### src/hdl/forth_macros.svh
`ifndef FORTH_MACROS_SVH
`define FORTH_MACROS_SVH

////////////////////////////////////////
// Datapath widths
////////////////////////////////////////

// One stack cell and one program word
`define FORTH_DATA_W 32
// Opcode taken from the low bits of a word
`define FORTH_OP_W 16

// Program memory, one word per address
`define FORTH_MEM_DEPTH 256
`define FORTH_ADDR_W 8

// Circular data stack
`define FORTH_STACK_DEPTH 16

// Clocks per serial bit, kept short for simulation
`define FORTH_BIT_CYCLES 8

////////////////////////////////////////
// APB register map
////////////////////////////////////////

// Below 0x400 the bus sees program words
`define FORTH_REG_CTRL 12'h400
`define FORTH_REG_PC 12'h404
`define FORTH_REG_TOS 12'h408
`define FORTH_REG_DEPTH 12'h40C

`endif

### src/hdl/forth_uart_tx.sv
`timescale 1ns/100ps
`include "forth_macros.svh"

module forth_uart_tx (
	input  logic clk,
	input  logic reset,
	input  logic tx_start,
	input  logic [7:0] tx_byte,
	output logic tx,
	output logic tx_busy
);

	localparam int cyc_w = $clog2(`FORTH_BIT_CYCLES);
	localparam logic [cyc_w-1:0] cyc_last = cyc_w'(`FORTH_BIT_CYCLES - 1);

	logic [cyc_w-1:0] cyc_cnt;
	logic [3:0] bit_cnt;
	// Stop, data LSB first, start bit at the bottom
	logic [9:0] frame;

	// Line idles high through the ones shifted in
	assign tx = frame[0];

	always_ff @(posedge clk) begin
		if (!reset) begin
			tx_busy <= 1'b0;
			cyc_cnt <= '0;
			bit_cnt <= '0;
			frame <= '1;
		end else if (!tx_busy) begin
			cyc_cnt <= '0;
			bit_cnt <= '0;
			if (tx_start) begin
				frame <= {1'b1, tx_byte, 1'b0};
				tx_busy <= 1'b1;
			end
		end else if (cyc_cnt == cyc_last) begin
			// End of one bit time
			cyc_cnt <= '0;
			frame <= {1'b1, frame[9:1]};
			if (bit_cnt == 4'd9) begin
				// Stop bit done
				tx_busy <= 1'b0;
			end else begin
				bit_cnt <= bit_cnt + 1'b1;
			end
		end else begin
			cyc_cnt <= cyc_cnt + 1'b1;
		end
	end

endmodule

### config.mk
export PLATFORM = sky130hd
export DESIGN_NAME = forth_uart_tx
export DESIGN_NICKNAME = d
export VERILOG_FILES = /design/src/hdl/forth_uart_tx.sv
export VERILOG_INCLUDE_DIRS = /design/src /design/src/hdl
export SDC_FILE = /design/constraint.sdc
export NUM_CORES = 1
export LEC_CHECK = 0
export BUFFER_PORTS_ARGS = -buffer_cell sky130_fd_sc_hd__clkbuf_2
export CAP_MARGIN = 20
export CORE_MARGIN = 4
export CORE_UTILIZATION = 50
export CTS_CLUSTER_SIZE = 16
export DETAILED_ROUTE_END_ITERATION = 16
export GPL_TIMING_DRIVEN = 1
export MAX_ROUTING_LAYER = met4
export PLACE_DENSITY = 0.82
export SLEW_MARGIN = 20
export SYNTH_ARGS = -nofsm -noshare
export SYNTH_HDL_FRONTEND = slang
export SYNTH_SLANG_ARGS = --single-unit
### constraint.sdc
create_clock -name clk -period 2.4 [get_ports clk]
set_clock_uncertainty 0.1 [all_clocks]
set_input_delay 0.48 -clock clk [delete_from_list [all_inputs] [get_ports clk]]
set_output_delay 0.48 -clock clk [all_outputs]
set_load 0.05 [all_outputs]
-- Yosys cells after proc, flatten, opt, wreduce, memory -nomap -nowiden
Index checks and enable logic that the tools add are counted.
- register bits: 18
- word-level logic and storage cells: 24
- $add $sub $neg: 2
- eq/ne operators: 3
- multiplexer cells: 7
- bitwise gates (word level): 3
- reductions and logical operators: 5
- operators by type and width (operator ; count):
    10-bit two-way mux ; 3
    2-bit AND reduction ; 3
    4-bit by 1-bit adder with 4-bit output (second input constant) ; 1
    4-bit == test (second input constant) ; 1
    1-bit two-way mux ; 4
    3-bit by 1-bit adder with 3-bit output (second input constant) ; 1
    3-bit == test (second input constant) ; 1
    1-bit NOT ; 3
    3-bit OR reduction ; 1
    2-bit by 1-bit != test with 1-bit output (second input constant) ; 1
    2-bit nonzero test ; 1

-- Longest topological paths before layout
Gate-level depths: netlist of run 1.
- depth after elaboration: 4
- gate-level depth with buffers: 6
- mapped depth without buffers: 5

-- Worst setup path before layout of run 1
No wires, ideal clock.
- path type: reg-to-reg
- start point: reg tx_busy
- end point: reg frame[1]
- library setup time: 132 ps
- data arrival time: 1281 ps
- data required time: 2168 ps
- path slack: 886 ps
- cell stages (with the launch flop): 4
- path buffers: 0
- cell sequence: dfxtp_1 mux2_2 nor2_1 o21ai_0
- longest elaborated chain between the ends: 2
- elaborated cells between the ends (all ways): 4
- those cells by class: 1 x eq/ne; 1 x mux; 2 x reduce/logical
- ends and longest elaborated chain (item ; line ; text):
    from (decl) ; forth_uart_tx.sv:10 ; output logic tx_busy
    from (signal assigned) ; forth_uart_tx.sv:26 ; tx_busy <= 1'b0;
    from (signal assigned) ; forth_uart_tx.sv:35 ; tx_busy <= 1'b1;
    from (signal assigned) ; forth_uart_tx.sv:43 ; tx_busy <= 1'b0;
    2-bit by 1-bit != test with 1-bit output (no line) / 2-bit nonzero test (equally long branches) ; n/a ;
    2-bit AND reduction (no line) ; n/a ;
    to (signal assigned) ; forth_uart_tx.sv:34 ; frame <= {1'b1, tx_byte, 1'b0};
    to (signal assigned) ; forth_uart_tx.sv:40 ; frame <= {1'b1, frame[9:1]};
    to (decl) ; forth_uart_tx.sv:19 ; logic [9:0] frame;
Parallel ways exist; a longest one is shown, timed or not.
A chain may end at the register's enable or synchronous reset.

-- Final worst setup path of run 1
- start point: reg tx_busy
- end point: out tx_busy
No word-level cell between the ends.

==> results.toml, run 1 <==
[yosys]
yosysUniqueCellTypes = 25
avgSynthCellArea_um2 = 9.08
synth_top_area_share = 0.441
synth_top_cells_by_area = "dfxtp_1 44%, ha_1 8.1%, a211oi_1 6.8%"
yosys_warnings = 0
netlist_area_um2 = 772
synth_area_leader_cell = "dfxtp_1"
synth_nets = 101
postSynthCellCount = 85
synth_seq_cells = 17
synth.yosys.seq_area_share = 0.441

[floorplan]
dieArea_um2 = 2240
die_h_um = 47.3
num_rows = 13
pin_count = 13
core-area_um2 = 1380
start_util = 0.558
die_width_um = 47.3

[grt]
grt_usage = 0.158
grt_pass1_wl_mm = 2.24
gr-total-overflow = 0
grt_max_degree = 14
grt_pass1_vias = 503
antenna_found_initial = 0

[setup_path]
crit_required_ns = 1.82
crit_path_max_incr_delay_ns = 0.63
start_kind = "flop"
worst_ep_arrival_time_ns = 1.29
path_cells = "clkbuf_2"
crit_path_end_kind = "output port"
cpMaxStageDelayCell = "dfxtp_1"
critPathMaxFanout = 13
path_delay_family = "flip-flops"
path_class = "reg2out"
path_buf_inv = 1

[clocking]
cts_resized = 0
cts_inserted_buffers = 3
cts_hold_repair.buffers = 0
cts_setup_buffers = 0
clk_pin_slew_worst_paths_ns = 0.10
cts_buffer_depth = 2
cts_tree = "done"
insertion_delay_ns = 0.30
cts.sinks = 17
root_buffer = "clkbuf_4"
h-tree-depth = 1

[cells_and_area]
nets = 115
drive_gt1_frac = 0.204
diodes = 0
final_cell_mix = "17 x dfxtp_1, 12 x clkbuf_2, 10 x o21ai_0"
final_common_cell = "dfxtp_1"
area_growth_pct = 11.7

[sta]
worst_pin_slew_ns = 0.475
post-route-period-util = 0.780
slew_headroom = 0.683
max_freq_ghz = 0.534
fin_crit_ns = 1.87
hold_viol = 0
maxSlewViolCount = 0
whs_ns = 0.349
setup_viol = 0
tns_ns = 0
rsz0062_at_grt = "no"

[power]
p_per_area_nw_per_um2 = 593
ir_drop_mv = 0.324
total_power_w = 0.000511
leakage_nw = 0.353

[placed_design]
globalplace.congestion = 0.708
place_hpwl_mm = 1.01
io_buffers = 12

[routing]
drc = 0
vias_per_cell = 5.50
ant_nets = 0
wl_mm = 1.40
first_iter_violations = 8
dr.pass1.iters = 4
vias = 622
wl_per_cell_um = 12.4

[run]
drv_cap = 0

[status]
status = "complete, no violations"

[min_path]
hold_path_class = "reg2reg"
metal layers:
metal | part of all wire | GRT usage
met1 | 0.46 | 0.173
met4 | 0.017 | 0.0829
met3 | 0.078 | 0.0805
met5 | 0 | -
met2 | 0.44 | 0.230
final cells by class:
class / instances / area [um^2]
Inverter: 2 / 7.51
Fill cell: 118 / 520
Clock buffer: 3 / 22.5
Tap cell: 15 / 18.8
Sequential cell: 17 / 340
Multi-Input combinational cell: 62 / 400
Clock inverter: 1 / 5.00
Timing Repair Buffer: 13 / 67.6
cells in the mapped netlist:
master and n:
nor3_1 2, buf_2 1, mux2_2 1, mux2i_2 1
dfxtp_1 17, nor2b_1 7, inv_1 2, a21oi_2 1
or3_1 2, nor2_1 9, nand3_1 2, and3_1 1
ha_1 5, a31oi_1 1, o21ai_0 10, a211oi_1 7
a21oi_1 2, nand4_1 1, nand2_1 4, clkbuf_1 1
and3b_1 1, xor2_1 1, nand3b_1 1, nor3b_1 3
buf_4 2
metrics by stage:
| stage | utilization | area (um^2) | std cells | setup WS (ns) |
|---|---|---|---|---|
| finish | 0.624 | 862 | 113 | 0.527 |
| global route | 0.624 | 862 | 113 | 0.462 |
| CTS | 0.624 | 862 | 113 | 0.522 |
| detailed placement | 0.604 | 835 | 109 | 0.774 |
| global placement | 0.604 | 835 | 109 | 0.874 |
| floorplan | - | 772 | 85 | 0.886 |
cells by family (layout without fill, tap and decap cells):
logic type,Yosys count,in the layout,share of synthesized area
flops,17,17,0.441
simple gates,33,33,0.229
xor+xnor,1,1,0.0113
compound gates,21,21,0.165
fa+ha+maj,5,5,0.0810
mux,2,2,0.0324
buf+inv,6,19,0.0405
final timing paths:
| path | from | endpoint | slack (ns) | depth (start not counted) |
|---|---|---|---|---|
| max | tx_busy | tx_busy | 0.53 | 1 |
| min | cyc_cnt[0] | cyc_cnt[0] | 0.35 | 1 |
| max reg2reg | cyc_cnt[0] | bit_cnt[0] | 0.74 | 5 |
| min reg2reg | cyc_cnt[0] | cyc_cnt[0] | 0.35 | 1 |
flip-flops by register name, indices dropped and copies added (netlist names):
name     count
cyc_cnt      3
bit_cnt      4
tx_busy      1
frame        9
worst register-to-register path, stage by stage, from the launching register on:
cell and delay (ns):
dfxtp_1 0.35, ha_1 0.18, ha_1 0.34, inv_1 0.09, or3_1 0.36, a21oi_1 0.17
report_power, final:
part	internal (W)	switching (W)	total, W	leakage, nW
Combinational	0.0000246	0.0000327	0.0000573	0.196
Sequential	0.000295	0.0000104	0.000305	0.139
Clock	0.0000621	0.0000871	0.000149	0.0177
Note: power is estimated with default switching activity, not from simulation.
==> inputs of run 2 (changes only) <==
==> constraint.sdc (replaced) <==
create_clock -name clk -period 1.9 [get_ports clk]
set_clock_uncertainty 0.1 [all_clocks]
set_input_delay 0.38 -clock clk [delete_from_list [all_inputs] [get_ports clk]]
set_output_delay 0.38 -clock clk [all_outputs]
set_load 0.05 [all_outputs]
==> results.toml, run 2 (synthesis results as in run 1) <==
[grt]
grt_pass1_vias = 479
gr-total-overflow = 0
grt_usage = 0.152
antenna_found_initial = 0
grt_max_degree = 14
grt_pass1_wl_mm = 2.22

[clocking]
cts_inserted_buffers = 3
clk_pin_slew_worst_paths_ns = 0.09
cts_resized = 0
h-tree-depth = 1
cts_hold_repair.buffers = 0
insertion_delay_ns = 0.29
cts_buffer_depth = 2
cts_tree = "done"
cts_setup_buffers = 0
cts.sinks = 17
root_buffer = "clkbuf_4"

[placed_design]
place_hpwl_um = 998
io_buffers = 12
place_ws_ns = 0.296
dpl-instance-area_um2 = 835
globalplace.congestion = 0.708

[sta]
worst_pin_slew_ns = 0.453
max_freq_ghz = 0.570
tns_ns = 0
whs_ns = 0.277
fin_crit_ns = 1.75
maxSlewViolCount = 0
post-route-period-util = 0.923
rsz0062_at_grt = "no"
setup_viol = 0
hold_viol = 0
worst_slack_ns = 0.146
slew_headroom = 0.692

[setup_path]
cpMaxStageDelayCell = "dfxtp_1"
crit_path_end_kind = "output port"
critPathMaxFanout = 13
r2r_start = "cyc_cnt[0]"
path_delay_family = "flip-flops"
start_kind = "flop"
reg2reg_slack_ns = 0.30
path_class = "reg2out"
timing.rr.end = "bit_cnt[0]"
reg2reg_depth = 5
crit_path_max_incr_delay_ns = 0.62
path_buf_inv = 1
path_cells = "clkbuf_2"
crit_required_ns = 1.42
worst_ep_arrival_time_ns = 1.27

[cells_and_area]
top_regs = "frame: 9 flops, bit_cnt: 4 flops, cyc_cnt: 3 flops"
nets = 115
final_area_um2 = 861
diodes = 0
regMostFlops = "frame"
drive_gt1_frac = 0.194
final_common_cell = "dfxtp_1"
largest_reg_flops = 9
final_cell_mix = "17 x dfxtp_1, 12 x clkbuf_2, 10 x o21ai_0"
area_growth_pct = 11.5

[routing]
wl_per_cell_um = 12.2
vias = 626
vias_per_cell = 5.54
ant_nets = 0
wl_mm = 1.38
drc = 0
dr.pass1.iters = 4
first_iter_violations = 9

[power]
ir_drop_mv = 0.406
leakage_nw = 0.350
p_per_area_nw_per_um2 = 751
total_power_w = 0.000646

[floorplan]
die_h_um = 47.3
pin_count = 13
die_width_um = 47.3
dieArea_um2 = 2240
core-area_um2 = 1380
start_util = 0.558
num_rows = 13

[status]
status = "complete, no violations"

[min_path]
hp-start = "tx_byte[7]"
holdPathEnd = "frame[8]"
hold_depth = 3
hold_path_class = "in2reg"

[run]
drv_cap = 0
## run 2: changes by cell type in the layout (fill, tap and decap cells not counted)
cell / before / now
clkbuf_1: 0 / 1
clkinv_2: 1 / 0
## run 2: power breakdown
group          internal [W]  total (W)  switching (W)  leakage [nW]
logic             0.0000311  0.0000722      0.0000412         0.196
clock network     0.0000816   0.000189       0.000107        0.0150
registers          0.000372   0.000385      0.0000131         0.139
total              0.000485   0.000646       0.000162         0.350
## run 2: area by class of cell
| type | instances | area (um^2) |
|---|---|---|
| fillers | 120 | 522 |
| inverters | 2 | 7.51 |
| clock buffers | 4 | 26.3 |
| flip-flops and latches | 17 | 340 |
| well taps | 15 | 18.8 |
| repair buffers | 13 | 67.6 |
| multi-input cells | 62 | 400 |
## run 2: worst max path at each step
stage	slack, ns	start	depth (start not counted)	to
after detailed placement	0.30	cyc_cnt[0]	5	bit_cnt[0]
after floorplan	0.39	tx_busy	3	frame[1]
final	0.15	tx_busy	1	tx_busy
after global placement	0.38	cyc_cnt[0]	5	bit_cnt[0]
after CTS	0.13	tx_busy	1	tx_busy
after global routing	0.08	tx_busy	1	tx_busy
## run 2: metrics by stage
stage | utilization | std cells
2_1_floorplan | - | 85
3_3_place_gp | 0.604 | 109
3_5_place_dp | 0.604 | 109
4_1_cts | 0.623 | 113
5_1_grt | 0.623 | 113
6_report | 0.623 | 113
## run 2: routing by layer
layer	share of wire	global-route usage	wire length, um	vias up
met5	0	-	0	-
met4	0.022	0.116	31	0
met3	0.040	0.0230	55	4
met2	0.45	0.187	619	13
met1	0.49	0.215	672	281
li1	-	-	-	328
==> inputs of run 3 (changes only) <==
--- a/config.mk
+++ b/config.mk
@@ -14,7 +14,7 @@
 export DETAILED_ROUTE_END_ITERATION = 16
 export GPL_TIMING_DRIVEN = 1
 export MAX_ROUTING_LAYER = met4
-export PLACE_DENSITY = 0.82
+export PLACE_DENSITY_LB_ADDON = 0.05
 export SLEW_MARGIN = 20
 export SYNTH_ARGS = -nofsm -noshare
 export SYNTH_HDL_FRONTEND = slang
==> results.toml, run 3 (synthesis results as in run 1) <==
[cells_and_area]
area_growth_pct = 11.5
diodes = 0
top_regs = "frame: 9 flops, bit_cnt: 4 flops, cyc_cnt: 3 flops"
largest_reg_flops = 9
regMostFlops = "frame"
drive_gt1_frac = 0.194
nets = 115
final_common_cell = "dfxtp_1"
final_area_um2 = 861
nFillCells = 135
final_cell_mix = "17 x dfxtp_1, 12 x clkbuf_2, 10 x o21ai_0"

[clocking]
cts_tree = "done"
insertion_delay_ns = 0.29
h-tree-depth = 1
cts_setup_buffers = 0
clk_pin_slew_worst_paths_ns = 0.10
cts.sinks = 17
cts_resized = 0
cts_buffer_depth = 2
cts_inserted_buffers = 3
root_buffer = "clkbuf_4"
cts_hold_repair.buffers = 0

[setup_path]
crit_path_max_incr_delay_ns = 0.35
crit_required_ns = 2.02
startpoint = "cyc_cnt[0]"
cpMaxStageDelayCell = "or3_1"
path_buf_inv = 1
cp_common_cell = "ha_1"
path_cells = "ha_1, ha_1, inv_1, or3_1, a21oi_1"
path_delay_family = "adder cells"
worst_ep_arrival_time_ns = 1.70
critPathMaxFanout = 9
path_class = "reg2reg"
crit_path_end_kind = "flop"
start_kind = "flop"
r2r_start = "cyc_cnt[0]"

[status]
status = "complete, no violations"

[min_path]
hp-start = "tx_byte[7]"
hold_path_class = "in2reg"

[placed_design]
io_buffers = 12
dpl-instance-area_um2 = 835
globalplace.congestion = 0.722
place_hpwl_um = 978

[grt]
grt_max_degree = 20
antenna_found_initial = 0
gr-total-overflow = 0
grt_usage = 0.145
grt_pass1_vias = 519
grt_pass1_wl_mm = 2.17

[floorplan]
start_util = 0.558
pin_count = 13
dieArea_um2 = 2240
core-area_um2 = 1380
num_rows = 13
die_width_um = 47.3
die_h_um = 47.3

[routing]
ant_nets = 0
drc = 0
vias = 591
dr.pass1.iters = 4
wl_per_cell_um = 11.8
first_iter_violations = 4
wl_mm = 1.33
vias_per_cell = 5.23

[sta]
setup_viol = 0
slew_headroom = 0.715
rsz0062_at_grt = "no"
post-route-period-util = 0.831
worst_pin_slew_ns = 0.419
maxSlewViolCount = 0
tns_ns = 0
max_freq_ghz = 0.633
fin_crit_ns = 1.58
hold_viol = 0

[power]
ir_drop_mv = 0.373
leakage_nw = 0.350
p_per_area_nw_per_um2 = 747

[run]
drv_cap = 0
-- run 3: cell counts in the layout (fill, tap and decap cells not counted) --
No cell type changed its count.
-- run 3: metrics by stage --
step / hold WS [ns] / cells / setup WS [ns] / power, W / util
floorplan: 0.308 / 85 / 0.386 / 0.000444 / -
global placement: 0.316 / 109 / 0.367 / 0.000465 / 0.604
detailed placement: 0.331 / 109 / 0.322 / 0.000465 / 0.604
CTS: 0.266 / 113 / 0.311 / 0.000654 / 0.623
global route: 0.299 / 113 / 0.206 / 0.000681 / 0.623
finish: 0.267 / 113 / 0.321 / 0.000643 / 0.623
-- run 3: cell type report --
class / count / area [um^2] / area share
well taps: 15 / 18.8 / 0.0218
repair buffers: 13 / 67.6 / 0.0785
clock buffers: 4 / 26.3 / 0.0305
inverters: 2 / 7.51 / 0.00872
flip-flops and latches: 17 / 340 / 0.395
multi-input cells: 62 / 400 / 0.465
-- run 3: where the power goes --
group	switching [W]	internal (W)
logic	0.0000433	0.0000311
registers	0.00000904	0.000372
clock network	0.000106	0.0000816
-- run 3: worst register-to-register path, delay by kind of cell, from the launching register on --
kind,cells,cell delay (ns)
fa+ha+maj,2,0.51
simple gates,1,0.35
flops,1,0.34
compound gates,1,0.14
buf+inv,1,0.08
-- run 3: path summary, 6_finish.rpt --
check	cells past startpoint	slack [ns]	end
min reg2reg	1	0.34	cyc_cnt[0]
max	5	0.32	bit_cnt[0]
max reg2reg	5	0.32	bit_cnt[0]
min	3	0.27	frame[8]
-- run 3: per-layer routing --
layer | track usage | part of all wire | up-vias
met2 | 0.211 | 0.44 | 10
met5 | - | 0 | -
met1 | 0.172 | 0.49 | 251
met4 | 0.0994 | 0.026 | 0
li1 | - | - | 326
met3 | 0.0345 | 0.050 | 4
