## src/hdl/forth_macros.svh

```systemverilog
`ifndef FORTH_MACROS_SVH
`define FORTH_MACROS_SVH

////////////////////////////////////////
// Datapath widths
////////////////////////////////////////

// One stack cell and one program word
`define FORTH_DATA_W 32
// Opcode taken from the low bits of a word
`define FORTH_OP_W 16

// Program memory, one word per address
`define FORTH_MEM_DEPTH 256
`define FORTH_ADDR_W 8

// Circular data stack
`define FORTH_STACK_DEPTH 16

// Clocks per serial bit, kept short for simulation
`define FORTH_BIT_CYCLES 8

////////////////////////////////////////
// APB register map
////////////////////////////////////////

// Below 0x400 the bus sees program words
`define FORTH_REG_CTRL 12'h400
`define FORTH_REG_PC 12'h404
`define FORTH_REG_TOS 12'h408
`define FORTH_REG_DEPTH 12'h40C

`endif

```

## src/hdl/forth_isa_pkg.sv

```systemverilog
`include "forth_macros.svh"

package forth_isa_pkg;

	// Opcode numbering, groups kept in their historical order
	typedef enum logic [`FORTH_OP_W-1:0] {
		// System words
		op_execute, op_abort, op_end_boot, op_run_boot, op_create, op_does,
		op_compile, op_bracket_compile, op_interpret, op_do_colon, op_exit, op_number,
		// Stack words
		op_depth, op_dup, op_pick, op_over, op_swap, op_rot, op_equal, op_zero_equal,
		op_greater_than, op_less_than, op_question_dup, op_drop, op_roll,
		op_to_return, op_from_return, op_copy_return, op_lit,
		// Memory words
		op_8store, op_8fetch, op_8plus_store, op_16store, op_16fetch, op_32store,
		op_32fetch, op_cmove, op_fill, op_rom_active, op_sram_active, op_exsram_active,
		// Arithmetic
		op_plus, op_minus, op_times, op_divide, op_max, op_min, op_times_mod,
		op_divide_mod, op_times_divide, op_one_plus, op_one_minus, op_negate,
		// Conditionals and loops
		op_if, op_else, op_then, op_0branch, op_branch,
		op_begin, op_again, op_until, op_for, op_next,
		// Logic
		op_and, op_or, op_xor, op_not, op_zero_less_than, op_zero_greater_than,
		op_zero_equals,
		// Serial and board I/O
		op_key, op_emit, op_io_led, op_io_button, op_io_fetch, op_io_store
	} op_e;

	// Word presented by fetch, tagged with its address
	typedef struct packed {
		logic valid;
		logic [`FORTH_ADDR_W-1:0] pc;
		logic [`FORTH_DATA_W-1:0] word;
	} fetch_item_t;

	// Taken branch back to fetch
	typedef struct packed {
		logic valid;
		logic [`FORTH_ADDR_W-1:0] target;
	} redirect_t;

endpackage

```

## src/hdl/forth_bus_pkg.sv

```systemverilog
`include "forth_macros.svh"

package forth_bus_pkg;

	// Host side of the APB slave
	typedef struct packed {
		logic psel;
		logic penable;
		logic pwrite;
		logic [11:0] paddr;
		logic [`FORTH_DATA_W-1:0] pwdata;
	} apb_req_t;

	// Slave answer, valid in the access phase
	typedef struct packed {
		logic [`FORTH_DATA_W-1:0] prdata;
		logic pready;
		logic pslverr;
	} apb_resp_t;

	// Core state visible over the bus
	typedef struct packed {
		// Address of the last opcode executed
		logic [`FORTH_ADDR_W-1:0] pc;
		logic [`FORTH_DATA_W-1:0] tos;
		// 0 to 16 cells
		logic [$clog2(`FORTH_STACK_DEPTH):0] depth;
	} core_status_t;

endpackage

```

## src/hdl/forth_execute.sv

```systemverilog
`timescale 1ns/100ps
`include "forth_macros.svh"

module forth_execute (
	input  logic clk,
	input  logic reset,
	input  logic start,
	input  forth_isa_pkg::fetch_item_t item,
	input  logic tx_busy,
	output logic stall,
	output forth_isa_pkg::redirect_t redirect,
	output forth_bus_pkg::core_status_t status,
	output logic [2:0] led,
	output logic tx_start,
	output logic [7:0] tx_byte
);
	import forth_isa_pkg::*;

	localparam int sp_w = $clog2(`FORTH_STACK_DEPTH);
	localparam int depth_w = sp_w + 1;
	localparam logic [depth_w-1:0] depth_max = depth_w'(`FORTH_STACK_DEPTH);

	typedef enum logic [1:0] {emit_idle, emit_rise, emit_fall} emit_e;

	// Cells below TOS, sp points at NOS
	logic [`FORTH_DATA_W-1:0] stack [`FORTH_STACK_DEPTH];
	logic [sp_w-1:0] sp;
	logic [sp_w-1:0] sp_up;
	logic [depth_w-1:0] depth;
	logic [`FORTH_DATA_W-1:0] tos;
	logic [`FORTH_DATA_W-1:0] nos;
	logic [`FORTH_DATA_W-1:0] below;
	logic [`FORTH_DATA_W-1:0] tos_next;
	logic pending;
	op_e pend_op;
	op_e op;
	emit_e emit_state;
	logic consume;
	logic is_emit;
	logic do_push;
	logic do_pop;
	logic [`FORTH_ADDR_W-1:0] last_pc;

	assign op = op_e'(item.word[`FORTH_OP_W-1:0]);
	assign nos = stack[sp];
	assign sp_up = sp + 1'b1;
	// Value left on top after a pop, zero once empty
	assign below = (depth > depth_w'(1)) ? nos : '0;

	// Hold fetch during a frame, or while an old frame still runs
	assign stall = (emit_state != emit_idle)
		|| (item.valid && !pending && op == op_emit && tx_busy);
	assign consume = item.valid && !stall && !start;
	assign is_emit = consume && !pending && op == op_emit;

	// Branch operand resolves here, 0branch tests the flag still on top
	always_comb begin
		redirect.valid = consume && pending
			&& (pend_op == op_branch || (pend_op == op_0branch && tos == '0));
		redirect.target = item.word[`FORTH_ADDR_W-1:0];
	end

	////////////////////////////////////////
	// Stack effect of each word
	////////////////////////////////////////

	always_comb begin
		do_push = 1'b0;
		do_pop = 1'b0;
		tos_next = tos;
		if (pending) begin
			if (pend_op == op_lit) begin
				do_push = 1'b1;
				tos_next = item.word;
			end else if (pend_op == op_0branch) begin
				// Flag goes either way
				do_pop = 1'b1;
				tos_next = below;
			end
		end else begin
			case (op)
				op_plus: begin
					do_pop = 1'b1;
					tos_next = nos + tos;
				end
				op_minus: begin
					do_pop = 1'b1;
					tos_next = nos - tos;
				end
				op_and: begin
					do_pop = 1'b1;
					tos_next = nos & tos;
				end
				op_or: begin
					do_pop = 1'b1;
					tos_next = nos | tos;
				end
				op_equal: begin
					do_pop = 1'b1;
					tos_next = (nos == tos) ? '1 : '0;
				end
				op_drop, op_io_led, op_emit: begin
					do_pop = 1'b1;
					tos_next = below;
				end
				op_dup: do_push = 1'b1;
				op_over: begin
					do_push = 1'b1;
					tos_next = nos;
				end
				op_not: tos_next = ~tos;
				op_negate: tos_next = -tos;
				op_zero_equal: tos_next = (tos == '0) ? '1 : '0;
				// Sign bit spread over the cell
				op_zero_less_than: tos_next = {`FORTH_DATA_W{tos[`FORTH_DATA_W-1]}};
				default: tos_next = tos;
			endcase
		end
	end

	// Old TOS sinks into the array on a push
	always_ff @(posedge clk) begin
		if (consume && do_push) begin
			stack[sp_up] <= tos;
		end
		if (is_emit) begin
			tx_byte <= tos[7:0];
		end
	end

	always_ff @(posedge clk) begin
		if (!reset || start) begin
			sp <= '0;
			depth <= '0;
			tos <= '0;
			pending <= 1'b0;
			pend_op <= op_execute;
			last_pc <= '0;
		end else if (consume) begin
			tos <= tos_next;
			if (do_push) begin
				sp <= sp_up;
				depth <= (depth == depth_max) ? depth : depth + 1'b1;
			end else if (do_pop) begin
				sp <= sp - 1'b1;
				depth <= (depth == '0) ? depth : depth - 1'b1;
			end
			if (pending) begin
				pending <= 1'b0;
			end else begin
				// Next word is data for these
				pending <= op == op_lit || op == op_branch || op == op_0branch;
				pend_op <= op;
				last_pc <= item.pc;
			end
		end
	end

	////////////////////////////////////////
	// Emit handshake and LEDs
	////////////////////////////////////////

	always_ff @(posedge clk) begin
		if (!reset) begin
			emit_state <= emit_idle;
			tx_start <= 1'b0;
			led <= 3'b111;
		end else begin
			tx_start <= 1'b0;
			if (start) begin
				emit_state <= emit_idle;
			end else begin
				case (emit_state)
					emit_idle: begin
						if (is_emit) begin
							tx_start <= 1'b1;
							emit_state <= emit_rise;
						end
					end
					emit_rise: if (tx_busy) emit_state <= emit_fall;
					// Falling busy ends the word
					emit_fall: if (!tx_busy) emit_state <= emit_idle;
					default: emit_state <= emit_idle;
				endcase
			end
			// LEDs are active low
			if (consume && !pending && op == op_io_led) begin
				led <= ~tos[2:0];
			end
		end
	end

	assign status = '{pc: last_pc, tos: tos, depth: depth};

	// A new frame only starts on an idle transmitter
	a_tx_start_idle: assert property (@(posedge clk) disable iff (!reset)
		tx_start |-> !tx_busy);

endmodule

```

## config.mk

```make
export PLATFORM = sky130hd
export DESIGN_NAME = forth_execute
export DESIGN_NICKNAME = d
export VERILOG_FILES = /design/src/hdl/forth_isa_pkg.sv /design/src/hdl/forth_bus_pkg.sv /design/src/hdl/forth_execute.sv
export VERILOG_INCLUDE_DIRS = /design/src /design/src/hdl
export SDC_FILE = /design/constraint.sdc
export NUM_CORES = 1
export LEC_CHECK = 0
export BUFFER_PORTS_ARGS = -buffer_cell sky130_fd_sc_hd__buf_2
export CORE_ASPECT_RATIO = 0.9
export CORE_UTILIZATION = 50
export DETAILED_ROUTE_END_ITERATION = 7
export PLACE_DENSITY = 0.78
export SLEW_MARGIN = 20
export SYNTH_ARGS = -nofsm -noshare
export SYNTH_HDL_FRONTEND = slang
export SYNTH_SLANG_ARGS = --single-unit
```

## constraint.sdc

```tcl
create_clock -name clk -period 7.2 [get_ports clk]
set_clock_uncertainty 0.15 [all_clocks]
set_input_delay 1.44 -clock clk [delete_from_list [all_inputs] [get_ports clk]]
set_output_delay 1.44 -clock clk [all_outputs]
set_load 0.01 [all_outputs]
```

### After elaboration in Yosys (flattened, before gate mapping)

Memory sizes are Yosys's and may differ from the RTL's. A register that Yosys moved wholly into a read port is not among the register bits.
Index checks and enable logic that the tools add are counted.

* add/subtract/negate cells: 7
* $lt $le $gt $ge: 1
* equal/unequal tests: 31
* multiplexer cells: 30
* bitwise operators: 7
* reduce and logical (&&, ||, !) cells: 39

Operators by type and width (count)
* $pmux W32 S11: 1
* $mux W32: 6
* $eq A16 B6 Y1 const B: 8
* $eq A16 B5 Y1 const B: 5
* $eq A16 B7 Y1 const B: 5
* $add A32 B32 Y32: 1
* $and A32 B32 Y32: 1
* $eq A16 B4 Y1 const B: 2
* $eq A32 B32 Y1: 1
* $logic_not A32 Y1: 1
* $neg A32 Y32: 1
* $not A32 Y32: 1
* $or A32 B32 Y32: 1
* $sub A32 B32 Y32: 1
* $mux W5: 4
* $mux W4: 4
* $logic_and A1 B1 Y1: 12
* $ne A2 B2 Y1 const B: 6
* $reduce_bool A12 Y1: 1
* $mux W1: 11
* $reduce_bool A11 Y1: 1
* $reduce_and A4 Y1: 2
* $reduce_or A8 Y1: 1
* $mux W2: 3
* other kinds (21): 35

* register bits after elaboration: 80
* memory bits (writable): 512
* output and inout bits: 67
* word-level logic and storage cells: 127
* memories kept: 1

Memories
* stack: words 16, bits a word 32, read ports 1, clocked after Yosys merged registers in 1, wr ports 1, RTL line forth_execute.sv:26 `` logic [`FORTH_DATA_W-1:0] stack [`FORTH_STACK_DEPTH]; ``

### Logic depth before layout (Yosys ltp)

Gate-level depths: netlist of run 1.

* depth in word-level cells: 12
* gate-level depth with buffers: 19
* gate-level depth less buffers: 15

### Worst setup path before layout of run 1

OpenSTA, ideal clock, no wires.

* path type: reg-to-reg
* start: register (tool-made name)
* end: register tos[18]
* library setup time: 0.129 ns
* arrival: 4.809 ns
* required time: 6.921 ns
* path slack: 2.112 ns
* stages on the path, launching flop included: 20
* clock period less this slack: 5.088 ns
* cells stage by stage: dfxtp_1 -> clkbuf_1 -> buf_2 -> buf_1 -> buf_1 -> mux4_2 -> mux4_2 -> inv_1 -> ha_1 -> inv_1 -> fa_1 -> nand2b_1 -> a21oi_1 -> a211oi_1 -> o221ai_1 -> o21ai_0 -> xnor2_1 -> nor2_1 -> a2111oi_0 -> o21ai_1

RTL lines
* to (signal assigned): RTL line forth_execute.sv:140 `tos <= tos_next;`
* to (decl): RTL line forth_execute.sv:30 `` logic [`FORTH_DATA_W-1:0] tos; ``

==> run summary, run 1 <==
worst-skew pair later-pin latency -> 650 ps
Post-Synthesis Cells -> 2214
all-layer global routing usage -> 0.315
post-CTS setup buffers -> 0
DIE HEIGHT -> 234 um
count of boundary I/O pins -> 112
DIE WIDTH -> 260 um
total gr overflow -> 0
period utilisation layout -> 0.831
leading area contributor after synthesis -> edfxtp_1
Leak -> 11.5 nW
status -> finished clean
syn_area_per_cell -> 13.5 sq um
Post-Syn Area -> 30000 sq um
clock root cell -> clkbuf_16
min-delay worst type -> reg2reg
Routed Wire Length -> 95.8 mm
DR iter-0 viols -> 2999
Hold Buf Count CTS -> 0
top-area cell type share of the netlist area -> 0.521
Max Clk Rate -> 167 MHz
H-tree Lvls -> 2
Remaining DRCs -> 0
Layout Nets -> 2512
final hold vios -> 0
final setup violation count -> 0
Pins Over Slew Limit -> 0
Power, Total -> 6.92 mW
dominant cells by area after synthesis -> edfxtp_1, mux4_2, ha_1
Global Route met2 Usage -> 0.472
clock slew at reported path FFs -> 70 ps
type of origin of the critical path -> flip-flop
fraction of the yosys area taken by sequential cells -> 0.572
DR vias -> 21286
PwrDens -> 206 nW/um^2
reg2reg end -> tos[29]
routability cong. -> 1.01
post-route cell area -> 33600 sq um
Initial DRT Pass Iterations -> 8
Rel. slew slack -> 0.230
number of flops mapped to enable cells by yosys -> 520
initial antenna violation count -> 3
CP max FO -> 37
Site Rows -> 84
M1 GR Usage -> 0.440
pre-CTS WS -> 1360 ps
Starting Density -> 0.509
met3 Usage GRT -> 0.0604
Least-Margin Pin Slew -> 1140 ps
final setup margin -> 1220 ps
first-pass GRT wire length -> 138 mm
Synth Warn # -> 0
crit path to -> tos[29]
MaxCap Viol Count -> 0
worst path arrival time -> 6350 ps
Clock Tree Buf Depth -> 3
r2r worst-path depth -> 16
Netlist cell types -> 94
CTS tree -> yes
WL per Instance -> 30.4 um
RSZ-0062 raised after global routing -> false
Crit Path Class -> reg2reg
CTS sink cnt -> 596
Inserted Clock Buffers -> 58
ys flop type -> edfxtp_1
Util after Layout -> 0.571
Tmin final -> 5980 ps
critical path required time -> 7560 ps
Area after DPL -> 31600 sq um
CP endpoint kind -> flip-flop
Area Overhead vs Synth -> 12.2%
Seq cells post-synth -> 596
detailed placement HPWL -> 61.3 mm
vias in the first global route -> 20397
setup TNS -> 0 ps
Async S/R FF share, synth -> 0
post-route ant nets -> 0
VDD IR max -> 216 uV
total core area -> 58900 sq um
Post-Synthesis Net Count -> 2394
die area -> 60900 sq um
ratio of cells with drive above 1 in the final layout -> 0.205
largest net degree at the start of global routing -> 46
gr busiest metal -> met2
Port Buf Inserts -> 111
cts repair resizes -> 0
DR vias/cell -> 6.75
setup slack, reg-to-reg -> 1220 ps
==> worst min-delay path by stage <==
stage / endpoint / cells past startpoint / from
2_1_floorplan: pend_op[4] / 2 / pend_op[4]
3_3_place_gp: last_pc[5] / 2 / last_pc[5]
3_5_place_dp: pend_op[4] / 2 / pend_op[4]
4_1_cts: pend_op[4] / 2 / pend_op[4]
5_1_grt: pend_op[4] / 2 / pend_op[4]
6_report: last_pc[2] / 2 / last_pc[2]
==> critical path: stages (launching register included) <==
cell and delay (ps):
dfxtp_4 820, buf_12 370, mux4_2 560, mux4_2 640, inv_1 200, ha_1 300
a211oi_1 320, nor2_1 170, o31ai_1 420, a21boi_0 180, buf_4 200, a221oi_1 290
buf_4 240, o311ai_0 340, a21oi_1 300, mux2i_1 200, nand2_1 70
==> metal layers <==
metal / part of all wire / wire length [um]
met1: 0.39 / 37700
met2: 0.44 / 42500
met3: 0.11 / 10700
met4: 0.052 / 4950
met5: 0.00062 / 59
==> cells in the mapped netlist (all sizes together), types with 40 or more instances <==
| cell | number |
|---|---|
| o21ai | 86 |
| xnor2 | 57 |
| nand2 | 163 |
| a21oi | 129 |
| inv | 104 |
| ha | 133 |
| nor2 | 142 |
| edfxtp | 520 |
| clkbuf | 76 |
| mux4 | 156 |
| nor3 | 40 |
| buf | 48 |
| dfxtp | 76 |
==> kinds of logic (layout without fill, tap and decap cells) <==
group	after synthesis	in the layout	synth area share
multiplexers	163	163	0.120
other	0	1	0
XOR/XNOR	75	75	0.0219
AO/OA/AOI/OAI	478	478	0.108
adder cells (fa/ha/maj)	135	135	0.0569
buffers and inverters	229	395	0.0315
flip-flops	596	596	0.572
AND/OR/NAND/NOR	538	538	0.0901
==> through the flow <==
| step | hold slack, ps | std cells |
|---|---|---|
| 6_report | 306 | 3155 |
| 5_1_grt | 315 | 3154 |
| 4_1_cts | 307 | 3154 |
| 3_5_place_dp | 299 | 3046 |
| 3_3_place_gp | 289 | 3046 |
| 2_1_floorplan | 281 | 2214 |
==> layout make-up <==
class / instances / area (sq um)
clock inverter: 39 / 457
sequential: 596 / 17100
multi-input combinational: 1389 / 12000
clock buffer: 69 / 1500
timing repair buffer: 182 / 1110
antenna: 1 / 2.50
tap: 774 / 968
fill: 4604 / 25300
inverter: 105 / 394
==> placed cells by master (no fill, tap or decap), types with 72 or more instances in the layout <==
cell	instances
o21ai_0	80
nor2_1	125
nand2_1	162
edfxtp_1	520
ha_1	133
buf_2	111
a21oi_1	128
dfxtp_1	72
inv_1	104
mux4_2	156
==> power breakdown <==
| group | switching [mW] | internal, mW | leakage, nW |
|---|---|---|---|
| logic | 0.0499 | 0.0215 | 4.95 |
| registers | 0.00185 | 3.70 | 5.63 |
| clock network | 1.38 | 1.77 | 0.948 |
==> flip-flops by register name (all words and copies together), names as in the netlist, named ones only <==
register    cells
sp              4
depth           5
tos            32
stack         512
led             3
emit_state      2
pend_op        16
tx_start        1
pending         1
last_pc         8
tx_byte         8
Power figures use the tool's default switching activity.
==> run 2, diff against run 1 <==
clock period = 6 ns   (was 7.2 ns; I/O delays follow)
==> run 2 against run 1 <==
  * Register-to-register slack lost 860 ps
  * Fmax is 6.0% higher
  * Non-clock buffer count grew 20
==> run summary, run 2 (same netlist as run 1, synthesis figures left out) <==
worst hold margin -> 300 ps
most frequent cells in the layout -> edfxtp_1, nand2_1, mux4_2
Tmin final -> 5650 ps
total core area -> 58900 sq um
largest net degree at the start of global routing -> 46
die area -> 60900 sq um
all-layer global routing usage -> 0.306
antenna cells -> 0
status -> finished clean
Pins Over Slew Limit -> 0
DR vias -> 21178
count of boundary I/O pins -> 112
CTS tree -> yes
CTS sink cnt -> 596
clock slew at reported path FFs -> 60 ps
Largest Register -> stack
ratio of cells with drive above 1 in the final layout -> 0.207
Util after Layout -> 0.572
first-pass GRT wire length -> 135 mm
Crit path largest cell delay -> 600 ps
Power, Total -> 8.09 mW
Clock Tree Buf Depth -> 3
routability cong. -> 1.05
DIE HEIGHT -> 234 um
WL per Instance -> 29.3 um
largest registers -> stack x512, tos x32, pend_op x16
Hold Path Depth -> 2
Hold Buf Count CTS -> 0
H-tree Lvls -> 2
CP max FO -> 16
worst-skew pair later-pin latency -> 670 ps
final hold vios -> 0
DIE WIDTH -> 260 um
Initial DRT Pass Iterations -> 6
clock root cell -> clkbuf_16
PwrDens -> 240 nW/um^2
number of cells after detailed placement -> 3066
final non-filler cell total -> 3174
most common cell after layout, fill and taps aside -> edfxtp_1
final setup violation count -> 0
critical path required time -> 6370 ps
Rel. slew slack -> 0.302
Max Clk Rate -> 177 MHz
min-delay worst type -> reg2reg
type of origin of the critical path -> flip-flop
Site Rows -> 84
post-route ant nets -> 0
total gr overflow -> 0
Routed Wire Length -> 93.0 mm
worst path arrival time -> 6010 ps
initial antenna violation count -> 4
Slowest cell on crit path -> mux4_2
CP Cell Sequence -> buf_4, mux4_2, mux4_2, inv_1, ha_1, nor4_1, nand4_1, nor4_1, a211o_2, a21o_1, nor2_1, nand3_1, a21oi_1, o41ai_2
post-CTS setup buffers -> 0
DR vias/cell -> 6.67
vias in the first global route -> 20390
Layout Nets -> 2532
Crit Path Class -> reg2reg
Port Buf Inserts -> 111
r2r worst-path depth -> 14
Least-Margin Pin Slew -> 1050 ps
Area Overhead vs Synth -> 12.5%
RSZ-0062 raised after global routing -> false
MaxCap Viol Count -> 0
setup TNS -> 0 ps
Largest register FFs -> 512
Remaining DRCs -> 0
Starting Density -> 0.509
Inserted Clock Buffers -> 58
CP endpoint kind -> flip-flop
detailed placement HPWL -> 58.6 mm
VDD IR max -> 275 uV
cts repair resizes -> 0
Leak -> 11.6 nW
period utilisation layout -> 0.941
DR iter-0 viols -> 2855
fill cell count -> 4580
-- run 2: changes by cell type in the layout (fill, tap and decap cells not counted), sizes merged --
| cell | before | now |
|---|---|---|
| buf | 182 | 202 |
| bufinv | 7 | 3 |
| clkbuf | 69 | 71 |
| clkinv | 19 | 25 |
| clkinvlp | 5 | 6 |
| diode | 1 | 0 |
| inv | 113 | 108 |
-- run 2: worst max-delay path, delay by kind of cell (launching register included) --
kind | cells | cell delay (ps)
and+or+nand+nor | 5 | 1570
DFF | 1 | 580
AOI/OAI and AO/OA | 4 | 1210
buffers and inverters | 2 | 540
adders and majority gates | 1 | 300
muxes | 2 | 1180
-- run 2: final timing paths --
| kind | endpoint | slack, ps | start |
|---|---|---|---|
| worst max-delay path | tos[11] | 350 | flip-flop |
| worst min-delay path | pend_op[4] | 300 | pend_op[4] |
| worst max register to register | tos[11] | 350 | flip-flop |
| worst min register to register | pend_op[4] | 300 | pend_op[4] |
-- run 2: metal layers --
metal	up-vias	GRT usage	share of wire
li1	8918	-	-
met1	10617	0.420	0.39
met2	1410	0.484	0.46
met3	229	0.0617	0.11
met4	4	0.111	0.034
met5	-	0	0.00023
-- run 2: where the power goes --
group | internal (mW) | switching [mW] | total, mW
clock | 1.93 | 1.64 | 3.56
sequential | 4.44 | 0.00221 | 4.44
combinational | 0.0260 | 0.0563 | 0.0823
total | 6.39 | 1.69 | 8.09
-- run 2: layout make-up --
type | count | area (sq um) | area share
clock buffers | 71 | 1500 | 0.0445
clock inverters | 37 | 348 | 0.0103
inverters | 105 | 394 | 0.0117
multi-input cells | 1389 | 12000 | 0.356
flip-flops and latches | 596 | 17100 | 0.509
well taps | 774 | 968 | 0.0287
repair buffers | 202 | 1330 | 0.0394
-- run 2: metrics by stage --
stage | setup slack (ps) | cell area, sq um
finish | 355 | 33700
global route | 176 | 33700
CTS | 499 | 33700
detailed placement | 513 | 31800
global placement | 357 | 31800
floorplan | 912 | 30000
